### src/include/core_params.svh
`ifndef CORE_PARAMS_SVH
`define CORE_PARAMS_SVH

// datapath and address width
`define XLEN 32

// general register file
`define REG_COUNT 32
`define REG_IDX_W 5

// data memory depth in words, indexed by addr[9:2]
`define DMEM_WORDS 256

// first fetch address after reset
`define RESET_PC 32'h0000_0000

`endif

### src/hw/fetch_pc.sv
`default_nettype none

`include "core_params.svh"

module fetch_pc (
  input  logic             clk,
  input  logic             rst,
  input  logic             step,
  input  logic             branch_taken,
  input  logic [`XLEN-1:0] imm,
  output logic [`XLEN-1:0] pc
);

  localparam logic [`XLEN-1:0] instr_bytes = 4;

  logic [`XLEN-1:0] next_pc;

  assign next_pc = branch_taken ? (pc + imm) : (pc + instr_bytes);

  always_ff @(posedge clk or posedge rst) begin
    if (rst) begin
      pc <= `RESET_PC;
    end else if (step) begin // hold while idle
      pc <= next_pc;
    end
  end

endmodule

`default_nettype wire

### config.mk
export PLATFORM = sky130hd
export DESIGN_NAME = fetch_pc
export DESIGN_NICKNAME = d
export VERILOG_FILES = /design/src/hw/fetch_pc.sv
export VERILOG_INCLUDE_DIRS = /design/src /design/src/include
export SDC_FILE = /design/constraint.sdc
export NUM_CORES = 1
export LEC_CHECK = 0
export BUFFER_PORTS_ARGS = -buffer_cell sky130_fd_sc_hd__buf_2
export CORE_MARGIN = 5
export CORE_UTILIZATION = 51
export CTS_CLUSTER_DIAMETER = 30
export CTS_CLUSTER_SIZE = 40
export DETAILED_ROUTE_END_ITERATION = 8
export PLACE_DENSITY = 0.81
export SLEW_MARGIN = 25
export SYNTH_ARGS = -nofsm -noshare
export SYNTH_HDL_FRONTEND = slang
export SYNTH_SLANG_ARGS = --single-unit
### constraint.sdc
create_clock -name clk -period 2.5 [get_ports clk]
set_input_delay 0.5 -clock clk [delete_from_list [all_inputs] [get_ports clk]]
set_output_delay 0.5 -clock clk [all_outputs]
set_load 0.02 [all_outputs]
* Word-level counts from Yosys, hierarchy flattened
Cells that the tools add are included.
W data, S select, Z words.
** Word-level totals
- Bits in registers :: 32
- Latch bits :: 0
- Bits in writable memories :: 0
- Bits in read-only memories :: 0
- Bits of input ports :: 36
- Output and inout bits :: 32
- Logic and storage cells :: 4
- Memories kept :: 0
** Cells by class
- $add $sub $neg :: 2
- Multiply operators :: 0
- Divide/modulo/power cells :: 0
- Magnitude comparators :: 0
- Equality and inequality tests :: 0
- Shift-type cells :: 0
- Muxes and demuxes :: 1
- Bitwise gates (word level) :: 0
- Reductions and logical operators :: 0
** Operators by type and width (number)
- $add A32 B3 Y32 const B :: 1
- $add A32 B32 Y32 :: 1
- $mux W32 :: 1

* Logic depth before layout (Yosys ltp)
Gate-level depths: netlist of run 1.
- Word-level depth :: 2
- Mapped depth :: 13
- Gate-level depth less buffers :: 13

* Worst setup path before layout of run 1
OpenSTA, ideal clock, no wires.
- Kind :: register to register
- Start :: reg pc[4]
- End :: reg pc[31]
- Library setup time :: 128 ps
- Data arrival time :: 2675 ps
- Required time :: 2372 ps
- Setup slack :: -304 ps
- Stages on the path, launching flop included :: 12
- Cell sequence :: dfrtp_1 ha_1 a21o_1 a31oi_2 a31oi_4 o2bb2ai_2 a31o_4 a31oi_4 o21bai_4 a2111oi_4 o31ai_2 xnor2_1
** On the way
- Word-level cells in the longest chain between the ends :: 2
** RTL lines
- from (decl) :: RTL line fetch_pc.sv:11 : output logic [`XLEN-1:0] pc
- from (signal assigned) :: RTL line fetch_pc.sv:22 : pc <= `RESET_PC;
- from (signal assigned) :: RTL line fetch_pc.sv:24 : pc <= next_pc;
- $add A32 B3 Y32 or $add A32 B32 Y32 (tied branches) :: RTL line fetch_pc.sv:18 : assign next_pc = branch_taken ? (pc + imm) : (pc + instr_bytes);
- $mux W32 * :: RTL line fetch_pc.sv:18
Mark *: on every way between the ends. The rest lies on a longest branch, timed or not.
A chain may end at the register's enable or synchronous reset.

* Worst setup path after layout of run 1
- Start :: reg pc[0]
- End :: reg pc[26]
Same word-level chain as after synthesis.

==> results of run 1 <==
-- worst paths after layout --
kind,slack (ns),from,cells past startpoint,endpoint
worst max-delay path,-0.14,pc[0],12,pc[26]
worst min-delay path,0.39,rst,2,pc[3]
worst max register to register,-0.14,pc[0],12,pc[26]
worst min register to register,0.48,pc[31],1,pc[31]
max in group asynchronous,1.43,rst,3,pc[16]
min in group clk,0.46,step,2,pc[20]
-- placed cells by master, fill, tap and decap left out, types with 17 or more instances in the layout --
cell type	count
buf_4	72
buf_2	67
nand2_1	56
a21oi_1	54
o21ai_0	36
nor2_1	33
dfrtp_1	26
ha_1	25
nand3_1	18
xnor2_1	17
-- through the flow --
step | hold WS, ns | std cells
after floorplan | 0.577 | 455
after global placement | 0.460 | 648
after detailed placement | 0.470 | 648
after CTS | 0.418 | 660
after global routing | 0.464 | 663
final | 0.394 | 663
-- logic make-up (layout without fill, tap and decap cells) --
logic type | count (synthesis) | after routing | share of synthesized area
AND/OR/NAND/NOR | 160 | 160 | 0.217
buffers and inverters | 36 | 164 | 0.0396
multiplexers | 7 | 7 | 0.0209
AO/OA/AOI/OAI | 164 | 164 | 0.313
adder cells (fa/ha/maj) | 33 | 33 | 0.121
flip-flops | 32 | 32 | 0.230
XOR/XNOR | 23 | 23 | 0.0580
-- power by group --
group | switching [mW] | total [mW] | internal, mW
combinational | 2.52 | 4.64 | 2.12
clock | 0.208 | 0.433 | 0.225
sequential | 0.280 | 1.05 | 0.772
-- synth_stat cells, types with 2 or more instances --
| cell | instances |
|---|---|
| nand3_1 | 19 |
| nand2b_1 | 5 |
| buf_1 | 2 |
| a31oi_4 | 2 |
| inv_1 | 16 |
| nor3_1 | 9 |
| nor3b_1 | 2 |
| mux2_2 | 2 |
| a22o_1 | 2 |
| clkbuf_1 | 15 |
| o31ai_1 | 2 |
| a22oi_1 | 3 |
| and2_1 | 4 |
| a31oi_1 | 6 |
| nor2_1 | 33 |
| mux2i_1 | 5 |
| o22ai_1 | 7 |
| a21o_1 | 10 |
| a41o_1 | 2 |
| and3_1 | 7 |
| or3_1 | 2 |
| o21a_1 | 5 |
| xnor2_1 | 17 |
| o211ai_1 | 2 |
| and4_1 | 2 |
| nor4b_1 | 2 |
| nand4_1 | 7 |
| nand2_1 | 58 |
| xor2_1 | 6 |
| nor4_1 | 2 |
| dfrtp_1 | 32 |
| a221oi_1 | 2 |
| nor2b_1 | 6 |
| ha_1 | 32 |
| buf_2 | 2 |
| o21ai_0 | 40 |
| a21oi_1 | 58 |
-- layout make-up --
| type | instances | share of cell area |
|---|---|---|
| sequential | 32 | 0.173 |
| inverter | 17 | 0.0137 |
| multi-input combinational | 387 | 0.584 |
| tap | 80 | 0.0215 |
| timing repair buffer | 139 | 0.188 |
| clock buffer | 8 | 0.0193 |
-- repair_timing --
action,4_1_cts,5_1_grt
buffers inserted,4,3
pin swaps,8,4
gates resized for setup,8,12
endpoints found under the setup margin,8,14
-- metal layers --
layer | wire [um] | up-vias | track usage
met1 | 4520 | 1881 | 0.314
met5 | 0 | - | 0
met4 | 229 | 0 | 0.0928
met3 | 911 | 26 | 0.0341
li1 | - | 1941 | -
met2 | 5520 | 216 | 0.435
==> out/qor.csv, run 1 <==
stage,metric,value,unit
global_route,pin count of the biggest net entering global routing,37,
clocking,CTS Hold Bufs,0,
logic_synthesis,Syn Std Cell Area,0.00348,mm^2
worst_setup_path,CP Capture Type,register,
outcome,violated checks,negative setup slack,
timing,Final Max Tran Viols,0,
worst_setup_path,Buf/Inv on CP,1,
job,Max Cap Viol,0,
logic_synthesis,synthesis-stage register bit count,32,
timing,clock period minus worst slack,2.64,ns
logic_synthesis,syn_area_per_cell,7.64,um^2
global_route,initial antenna violation count,0,
pwr,Worst VDD drop,0.635,mV
cells_and_area,Layout area overhead,34.1,%
detailed_routing,First DRT Iteration DRCs,219,
global_route,grt total ovfl,0,
worst_setup_path,WP data arrival,2.82,ns
cells_and_area,share of cells above drive strength 1,0.324,
detailed_routing,post-detailed-route wirelength per cell,16.9,um
logic_synthesis,Synth Warn #,0,
global_route,vias in the first global route,3843,
cells_and_area,Final nets,651,
logic_synthesis,Post-synth EDFFs,0,
timing,RSZ-0062 raised after global routing,yes,
detailed_routing,Routed Antenna Nets,0,
detailed_routing,via count,4064,
logic_synthesis,main flop type after synthesis,dfrtp_1,
placed_design,Post-DP Area,0.00443,mm^2
cells_and_area,fin area,0.00466,mm^2
worst_setup_path,CP peak stage delay,0.47,ns
global_route,GRT Resource Usage Total,0.250,
placed_design,Place WS,-0.423,ns
clocking,"Reg clk slew, reported paths",0.07,ns
placed_design,Placer Congestion,0.926,
placed_design,final HPWL from detailed placement,8290,um
cells_and_area,max FFs per register,32,
logic_synthesis,sequential share of the synthesized area,0.230,
detailed_routing,drt first pass iters,5,
pwr,leakage power,2.13,nW
cells_and_area,biggest registers after layout,pc (32),
logic_synthesis,Yosys top cell area share,0.230,
cells_and_area,Biggest register,pc,
cells_and_area,Filler cells,522,
pwr,Pwr Total,6.12,mW
logic_synthesis,Synth Instances,455,
cells_and_area,area of the multi-input gates,0.00272,mm^2
logic_synthesis,Synth cell types,64,
floorplan,io pins,68,
timing,Final Hold Vio Count,0,
detailed_routing,DRC Markers,0,
worst_setup_path,slowest stage cell on the critical path,a2111o_1,
logic_synthesis,Synth area leaders,"dfrtp_1 23%, ha_1 12%, a21oi_1 8.4%, nand2_1 6.3%, o21ai_0 5.8%",
global_route,first-pass GRT wire length,17500,um
timing,final period utilization,1.06,
timing,worst slew pin tran,0.892,ns
logic_synthesis,Synth area leader,dfrtp_1,
placed_design,Port-buffer cells,67,
floorplan,Die Width,92.6,um
timing,max frequency,0.379,GHz
clocking,CTS Sinks,32,
timing,Slew headroom,0.405,
clocking,Max Buffers Root-to-Sink,2,
clocking,CTS Buf Count,5,
clocking,CTS Root Cell,clkbuf_8,
floorplan,Die ar.,0.00857,mm^2
worst_setup_path,crit path cell chain,ha_4 -> inv_2 -> fa_2 -> nor2b_4 -> o2111ai_2 -> nand3_2 -> a2111o_1 -> nand2_4 -> o31ai_4 -> nand2_2 -> mux2_4 -> a221oi_2,
floorplan,Die Y,92.6,um
floorplan,core area,0.00672,mm^2
worst_setup_path,Top delay family on crit path,compound AO/OA/AOI/OAI gates,
outcome,status,finished with violations,
cells_and_area,post-layout util,0.694,
timing,Fin Setup TNS,-0.730,ns
timing,post-route setup slack,-0.142,ns
detailed_routing,vias per std cell,6.13,
clocking,clk_lat worst skew,0.29,ns
cells_and_area,FF+latch area,808,um^2
logic_synthesis,ys async rst share,1.00,
timing,final setup vio count,9,
cells_and_area,antenna diode count,0,
min_path,Tightest Hold Check Type,input pin to async pin,
timing,clock skew,0.00804,ns
floorplan,Initial Util,0.517,
detailed_routing,final WL,11200,um
floorplan,Core Rows,30,
clocking,H-tree depth,2,
pwr,Power Density,1310,mW/mm^2
worst_setup_path,Worst setup SP type,register,
worst_setup_path,Worst Path Required,2.68,ns
worst_setup_path,"Worst Path Class, Setup",register to register,
logic_synthesis,post-synthesis net count,524,
clocking,CTS tree,done,
worst_setup_path,critical path peak fanout,4,
No activity file was read; power rests on OpenSTA's default activity.
==> run 2, diff against run 1 <==
--- a/config.mk
+++ b/config.mk
@@ -7,13 +7,13 @@
 export NUM_CORES = 1
 export LEC_CHECK = 0
 export BUFFER_PORTS_ARGS = -buffer_cell sky130_fd_sc_hd__buf_2
+export CORE_ASPECT_RATIO = 0.7
 export CORE_MARGIN = 5
 export CORE_UTILIZATION = 51
 export CTS_CLUSTER_DIAMETER = 30
 export CTS_CLUSTER_SIZE = 40
 export DETAILED_ROUTE_END_ITERATION = 8
 export PLACE_DENSITY = 0.81
-export SLEW_MARGIN = 25
 export SYNTH_ARGS = -nofsm -noshare
 export SYNTH_HDL_FRONTEND = slang
 export SYNTH_SLANG_ARGS = --single-unit
==> constraint.sdc (replaced) <==
create_clock -name clk -period 2.4 [get_ports clk]
set_input_delay 0.48 -clock clk [delete_from_list [all_inputs] [get_ports clk]]
set_output_delay 0.48 -clock clk [all_outputs]
set_load 0.02 [all_outputs]
==> out/qor.csv, run 2 (synthesized netlist as in run 1, its figures left out) <==
stage,metric,value,unit,change
outcome,status,finished with violations,,
outcome,violated checks,negative setup slack,,
timing,worst slew pin tran,0.601,ns,-0.291 ns
timing,max frequency,0.377,GHz,-0.37%
worst_setup_path,Worst Path Required,2.59,ns,-0.09 ns
global_route,Most Crowded Layer GR,met2,,
clocking,CTS Buf Count,5,,unchanged
clocking,"Reg clk slew, reported paths",0.08,ns,about the same
global_route,grt total ovfl,0,,unchanged
timing,RSZ-0062 raised after global routing,yes,,
cells_and_area,fin area,0.00504,mm^2,+8.1%
pwr,Pwr Total,7.14,mW,+17%
worst_setup_path,CP Capture Type,register,,
floorplan,Die ar.,0.00859,mm^2,+0.30%
timing,final setup vio count,11,,+2
pwr,leakage power,2.33,nW,+9.3%
placed_design,Placer Congestion,0.926,,about the same
worst_setup_path,Worst setup SP type,register,,
cells_and_area,Biggest register,pc,,
detailed_routing,Routed Antenna Nets,0,,unchanged
min_path,Tightest Hold Check Type,input pin to async pin,,
cells_and_area,max FFs per register,32,,unchanged
floorplan,Die Width,109,um,+17%
cells_and_area,"leading cell types in the layout, fill and taps excluded","101 x buf_4, 67 x buf_2, 56 x nand2_1",,
worst_setup_path,reg2reg start,pc[4],,
floorplan,Core Rows,25,,-17%
worst_setup_path,worst r2r dst,pc[31],,
cells_and_area,biggest registers after layout,pc (32),,
global_route,vias in the first global route,4179,,+8.7%
global_route,pin count of the biggest net entering global routing,33,,-11%
placed_design,placed insts,690,,+6.5%
timing,final period utilization,1.10,,+0.0482
clocking,CTS Hold Bufs,0,,unchanged
detailed_routing,DRC Markers,0,,unchanged
pwr,Power Density,1420,mW/mm^2,+7.8%
timing,Fin Setup TNS,-1.79,ns,-1.06 ns
clocking,CTS Root Cell,clkbuf_8,,
global_route,met1 Usage GRT,0.382,,+0.0686
placed_design,Post-DP Area,0.00465,mm^2,+5.1%
worst_setup_path,WP data arrival,2.84,ns,+0.02 ns
cells_and_area,share of cells above drive strength 1,0.384,,+0.0599
detailed_routing,drt first pass iters,5,,unchanged
global_route,GR Util met2,0.467,,+0.0323
timing,Slew headroom,0.597,,+0.192
cells_and_area,Layout area overhead,45.0,%,
worst_setup_path,"Worst Path Class, Setup",register to register,,
cells_and_area,Post-Layout Cell Count,711,,+7.2%
worst_setup_path,critical path peak fanout,4,,unchanged
worst_setup_path,"most used cell, CP",a31oi_4,,
clocking,H-tree depth,2,,unchanged
placed_design,final HPWL from detailed placement,8870,um,+7.0%
global_route,GRT Resource Usage Total,0.290,,+0.0395
floorplan,Initial Util,0.519,,+0.00193
global_route,first-pass GRT wire length,20000,um,+14%
detailed_routing,final WL,12600,um,+13%
clocking,Max Buffers Root-to-Sink,2,,unchanged
global_route,initial antenna violation count,0,,unchanged
floorplan,io pins,68,,unchanged
placed_design,Port-buffer cells,67,,unchanged
cells_and_area,Final nets,685,,+5.2%
timing,Final Hold Vio Count,0,,unchanged
timing,clock period minus worst slack,2.65,ns,+0.00989 ns
timing,Final Max Tran Viols,0,,unchanged
worst_setup_path,FF-to-FF setup slack,-0.25,ns,-0.11 ns
clocking,CTS tree,done,,
clocking,CTS Sinks,32,,unchanged
cells_and_area,"most common cell after layout, fill and taps aside",buf_4,,
pwr,Worst VDD drop,0.746,mV,+17%
timing,post-route setup slack,-0.252,ns,-0.110 ns
detailed_routing,vias per std cell,6.13,,about the same
placed_design,Place WS,-0.460,ns,-0.0371 ns
worst_setup_path,worst r2r path cells,11,,-1
global_route,met3 Use GR,0.0731,,+0.0390
detailed_routing,post-detailed-route wirelength per cell,17.7,um,+5.0%
floorplan,Die Y,79.1,um,-15%
job,Max Cap Viol,0,,unchanged
worst_setup_path,CP peak stage delay,0.43,ns,-0.04 ns
floorplan,core area,0.00669,mm^2,-0.37%
cells_and_area,antenna diode count,0,,unchanged
worst_setup_path,crit path cell chain,ha_4 -> a21o_1 -> a31oi_4 -> a31oi_4 -> o2bb2ai_4 -> a31o_4 -> a31oi_4 -> o21bai_4 -> a2111oi_4 -> o31ai_2 -> xnor2_1,,
detailed_routing,via count,4357,,+7.2%
timing,clock skew,0.0154,ns,+0.00739 ns
worst_setup_path,slowest stage cell on the critical path,dfrtp_2,,
clocking,clk_lat worst skew,0.30,ns,about the same
detailed_routing,First DRT Iteration DRCs,423,,+93%
run 2: cell count changes in the layout (fill, tap and decap cells not counted), sizes merged:
cell,change
clkinv,+1
buf,+34
clkbuf,-1
run 2: layout make-up:
type                    count  area [um^2]
well taps                  94          118
inverters                  17         63.8
flip-flops and latches     32          808
clock buffers               7         76.3
repair buffers            173         1150
clock inverters             1         5.00
fillers                   492         1650
multi-input cells         387         2820
run 2: repair_timing:
action / CTS / global route
setup endpoints to repair: 16 / 17
resized for setup: 28 / 18
pin swaps: 23 / 13
setup buffers: 11 / 2
run 2: stage by stage:
step | hold slack [ns] | util
6_report | 0.272 | 0.753
4_1_cts | 0.284 | 0.739
2_1_floorplan | 0.570 | -
3_3_place_gp | 0.469 | 0.695
5_1_grt | 0.327 | 0.753
3_5_place_dp | 0.468 | 0.695
run 2: worst max-delay path by stage:
stage,slack (ns),startpoint,to
after floorplan,-0.19,pc[4],pc[31]
after global placement,-0.37,imm[0],pc[26]
after detailed placement,-0.46,imm[0],pc[26]
after CTS,-0.19,pc[4],pc[27]
after global routing,-0.33,pc[4],pc[31]
final,-0.25,pc[4],pc[31]
run 2: per-layer routing:
| layer | wire length (um) | part of all wire |
|---|---|---|
| met5 | 0 | 0 |
| met4 | 380 | 0.030 |
| met3 | 1180 | 0.093 |
| met2 | 5730 | 0.46 |
| met1 | 5310 | 0.42 |
run 2: power by group:
group	total [mW]	switching [mW]	internal (mW)	leakage, nW
clock network	0.432	0.228	0.204	0.0422
registers	1.02	0.220	0.803	0.358
logic	5.68	3.00	2.68	1.93
total	7.14	3.45	3.69	2.33
run 2: worst max-delay path: cells and delay by family, from the launching register on:
kind | cells | cell delay (ns)
fa+ha+maj | 1 | 0.23
compound gates | 9 | 1.74
flops | 1 | 0.43
xor+xnor | 1 | 0.14
==> run 3, diff against run 2 <==
--- a/config.mk
+++ b/config.mk
@@ -6,14 +6,15 @@
 export SDC_FILE = /design/constraint.sdc
 export NUM_CORES = 1
 export LEC_CHECK = 0
+export ABC_AREA = 1
 export BUFFER_PORTS_ARGS = -buffer_cell sky130_fd_sc_hd__buf_2
 export CORE_ASPECT_RATIO = 0.7
 export CORE_MARGIN = 5
-export CORE_UTILIZATION = 51
+export CORE_UTILIZATION = 60
 export CTS_CLUSTER_DIAMETER = 30
 export CTS_CLUSTER_SIZE = 40
 export DETAILED_ROUTE_END_ITERATION = 8
-export PLACE_DENSITY = 0.81
+export PLACE_DENSITY = 0.86
 export SYNTH_ARGS = -nofsm -noshare
 export SYNTH_HDL_FRONTEND = slang
 export SYNTH_SLANG_ARGS = --single-unit
==> constraint.sdc (replaced) <==
create_clock -name clk -period 2.6 [get_ports clk]
set_input_delay 0.52 -clock clk [delete_from_list [all_inputs] [get_ports clk]]
set_output_delay 0.52 -clock clk [all_outputs]
set_load 0.02 [all_outputs]
==> out/qor.csv, run 3 <==
stage,metric,value,unit,change
logic_synthesis,post-synthesis net count,904,,+73%
worst_setup_path,Worst setup SP type,register,,
cells_and_area,biggest registers after layout,pc (32),,
placed_design,final HPWL from detailed placement,13700,um,+55%
timing,worst slew pin tran,0.693,ns,+0.0919 ns
detailed_routing,vias per std cell,5.68,,-7.4%
detailed_routing,post-detailed-route wirelength per cell,16.6,um,-6.6%
pwr,leakage power,3.14,nW,+35%
timing,clock skew,0.00617,ns,-0.00926 ns
global_route,first-pass GRT wire length,26500,um,+32%
clocking,Max Buffers Root-to-Sink,2,,unchanged
worst_setup_path,Worst Path Required,2.79,ns,+0.20 ns
placed_design,Placer Congestion,1.02,,+11%
worst_setup_path,WP data arrival,2.50,ns,-0.34 ns
detailed_routing,First DRT Iteration DRCs,669,,+58%
logic_synthesis,ys async rst share,1.00,,unchanged
logic_synthesis,most frequent cell after synthesis,nand2_1,,
logic_synthesis,Post-synth EDFFs,0,,unchanged
logic_synthesis,Yosys top cell area share,0.231,,+0.000633
detailed_routing,Routed Antenna Nets,0,,unchanged
detailed_routing,via count,5751,,+32%
timing,max frequency,0.434,GHz,+15%
detailed_routing,final WL,16800,um,+33%
floorplan,Core Rows,27,,+8.0%
clocking,CTS Buf Count,5,,unchanged
cells_and_area,share of cells above drive strength 1,0.140,,-0.244
cells_and_area,Filler cells,747,,+52%
global_route,pin count of the biggest net entering global routing,33,,unchanged
logic_synthesis,Synth area leader,nand2_1,,
timing,Slew headroom,0.538,,-0.0593
timing,clock period minus worst slack,2.31,ns,-0.345 ns
cells_and_area,Layout area overhead,14.0,%,
clocking,number of setup buffers added after CTS,0,,-11
placed_design,Port-buffer cells,67,,unchanged
global_route,GRT Resource Usage Total,0.346,,+0.0565
clocking,cts repair resizes,0,,-100%
pwr,Worst VDD drop,0.594,mV,-20%
logic_synthesis,Commonest cells post-synth,"290 x nand2_1, 143 x inv_1, 80 x nor2_1",,
timing,Final Max Tran Viols,0,,unchanged
global_route,vias in the first global route,5234,,+25%
timing,post-route setup slack,0.294,ns,+0.545 ns
cells_and_area,"leading cell types in the layout, fill and taps excluded","290 x nand2_1, 143 x inv_1, 80 x nor2_1",,
min_path,Tightest Hold Check Type,input pin to async pin,,
logic_synthesis,Syn Std Cell Area,0.00471,mm^2,+36%
floorplan,Die ar.,0.00975,mm^2,+14%
worst_setup_path,Critical Path Start,pc[16],,
detailed_routing,drt first pass iters,5,,unchanged
clocking,CTS Root Cell,clkbuf_16,,
clocking,"Reg clk slew, reported paths",0.05,ns,-0.03 ns
logic_synthesis,main flop type after synthesis,dfrtp_1,,
cells_and_area,Biggest register,pc,,
worst_setup_path,"Worst Path Class, Setup",register to register,,
detailed_routing,DRC Markers,0,,unchanged
clocking,H-tree depth,2,,unchanged
timing,final period utilization,0.887,,-0.218
logic_synthesis,syn_area_per_cell,5.64,um^2,-26%
placed_design,Place WS,0.233,ns,+0.692 ns
worst_setup_path,crit path cell chain,ha_1 -> nand2_1 -> nor2_1 -> nand2_1 -> nor4_1 -> nand2_1 -> nand3_1 -> nand3_1 -> a21oi_1,,
timing,final setup vio count,0,,-11
worst_setup_path,slowest stage cell on the critical path,dfrtp_1,,
worst_setup_path,CP Capture Type,register,,
floorplan,Die Width,116,um,+6.7%
placed_design,Post-DP Area,0.00523,mm^2,+12%
logic_synthesis,Synth Warn #,0,,unchanged
cells_and_area,Final nets,980,,+43%
worst_setup_path,"most used cell, CP",nand2_1,,
outcome,status,"finished, final reports clean",,
logic_synthesis,Synth area leaders,"nand2_1 23%, dfrtp_1 17%, inv_1 11%, ha_1 8.5%, nor2_1 6.4%",,
timing,Final Hold Vio Count,0,,unchanged
logic_synthesis,Synth Instances,835,,+84%
pwr,Power Density,1000,mW/mm^2,-29%
cells_and_area,"most common cell after layout, fill and taps aside",nand2_1,,
clocking,clk_lat worst skew,0.28,ns,-0.02 ns
worst_setup_path,CP peak stage delay,0.51,ns,+0.08 ns
logic_synthesis,synthesis-stage register bit count,32,,unchanged
cells_and_area,area of the multi-input gates,0.00329,mm^2,+17%
logic_synthesis,sequential share of the synthesized area,0.170,,-0.0604
worst_setup_path,critical path peak fanout,7,,+3
global_route,initial antenna violation count,0,,unchanged
cells_and_area,fin area,0.00537,mm^2,+6.6%
cells_and_area,FF+latch area,801,um^2,-0.93%
job,Max Cap Viol,0,,unchanged
logic_synthesis,Synth cell types,41,,-36%
timing,RSZ-0062 raised after global routing,no,,
global_route,grt total ovfl,0,,unchanged
clocking,CTS tree,done,,
clocking,CTS Sinks,32,,unchanged
worst_setup_path,reg2reg start,pc[16],,
clocking,CTS Hold Bufs,0,,unchanged
cells_and_area,max FFs per register,32,,unchanged
timing,Fin Setup TNS,0,ns,+1.79 ns
cells_and_area,antenna diode count,0,,unchanged
floorplan,Initial Util,0.606,,+0.0872
floorplan,core area,0.00777,mm^2,+16%
floorplan,Die Y,84.1,um,+6.4%
floorplan,io pins,68,,unchanged
==> run 3: path summary, 6_finish.rpt <==
kind	to	slack, ns	cells after the start
max	pc[29]	0.29	9
min	pc[15]	0.32	3
max reg2reg	pc[29]	0.29	9
min reg2reg	pc[0]	0.56	1
max in group asynchronous	pc[21]	1.97	3
min in group clk	pc[0]	0.56	1
==> run 3: critical path: cells and delay by family (launching register included) <==
family                     cells  cell delay [ns]
AOI/OAI and AO/OA              1             0.23
adders and majority gates      1             0.46
DFF                            1             0.51
and+or+nand+nor                7             1.03
==> run 3: metal layers <==
layer  GRT usage  part of all wire  wire length [um]
met1       0.533              0.44              7400
met2       0.479              0.40              6640
met3      0.0785              0.14              2370
met4      0.0938             0.021               356
met5           0                 0                 0
==> run 3: logic make-up (layout without fill, tap and decap cells) <==
logic type | Yosys count | in the layout | synth area share
simple gates | 496 | 496 | 0.470
buf+inv | 165 | 242 | 0.133
compound gates | 95 | 95 | 0.112
flops | 32 | 32 | 0.170
xor+xnor | 13 | 13 | 0.0242
mux | 1 | 1 | 0.00239
fa+ha+maj | 33 | 33 | 0.0892
==> run 3: area by class of cell <==
cell class | count | area share
Clock buffer | 8 | 0.0272
Inverter | 153 | 0.107
Multi-Input combinational cell | 638 | 0.611
Sequential cell | 32 | 0.149
Tap cell | 101 | 0.0235
Timing Repair Buffer | 81 | 0.0820
==> run 3: through the flow <==
step	util	total power [mW]	hold WS [ns]	cells
6_report	0.692	5.38	0.317	1013
5_1_grt	0.692	5.79	0.363	1013
4_1_cts	0.692	5.25	0.342	1013
3_5_place_dp	0.673	4.64	0.546	1005
3_3_place_gp	0.673	4.53	0.538	1005
2_1_floorplan	-	3.45	0.627	835
==> run 3: report_power, final <==
part	switching, mW	internal [mW]	leakage (nW)	total [mW]
registers	0.387	0.681	0.369	1.07
clock network	0.212	0.382	0.0712	0.593
logic	2.50	1.22	2.70	3.72
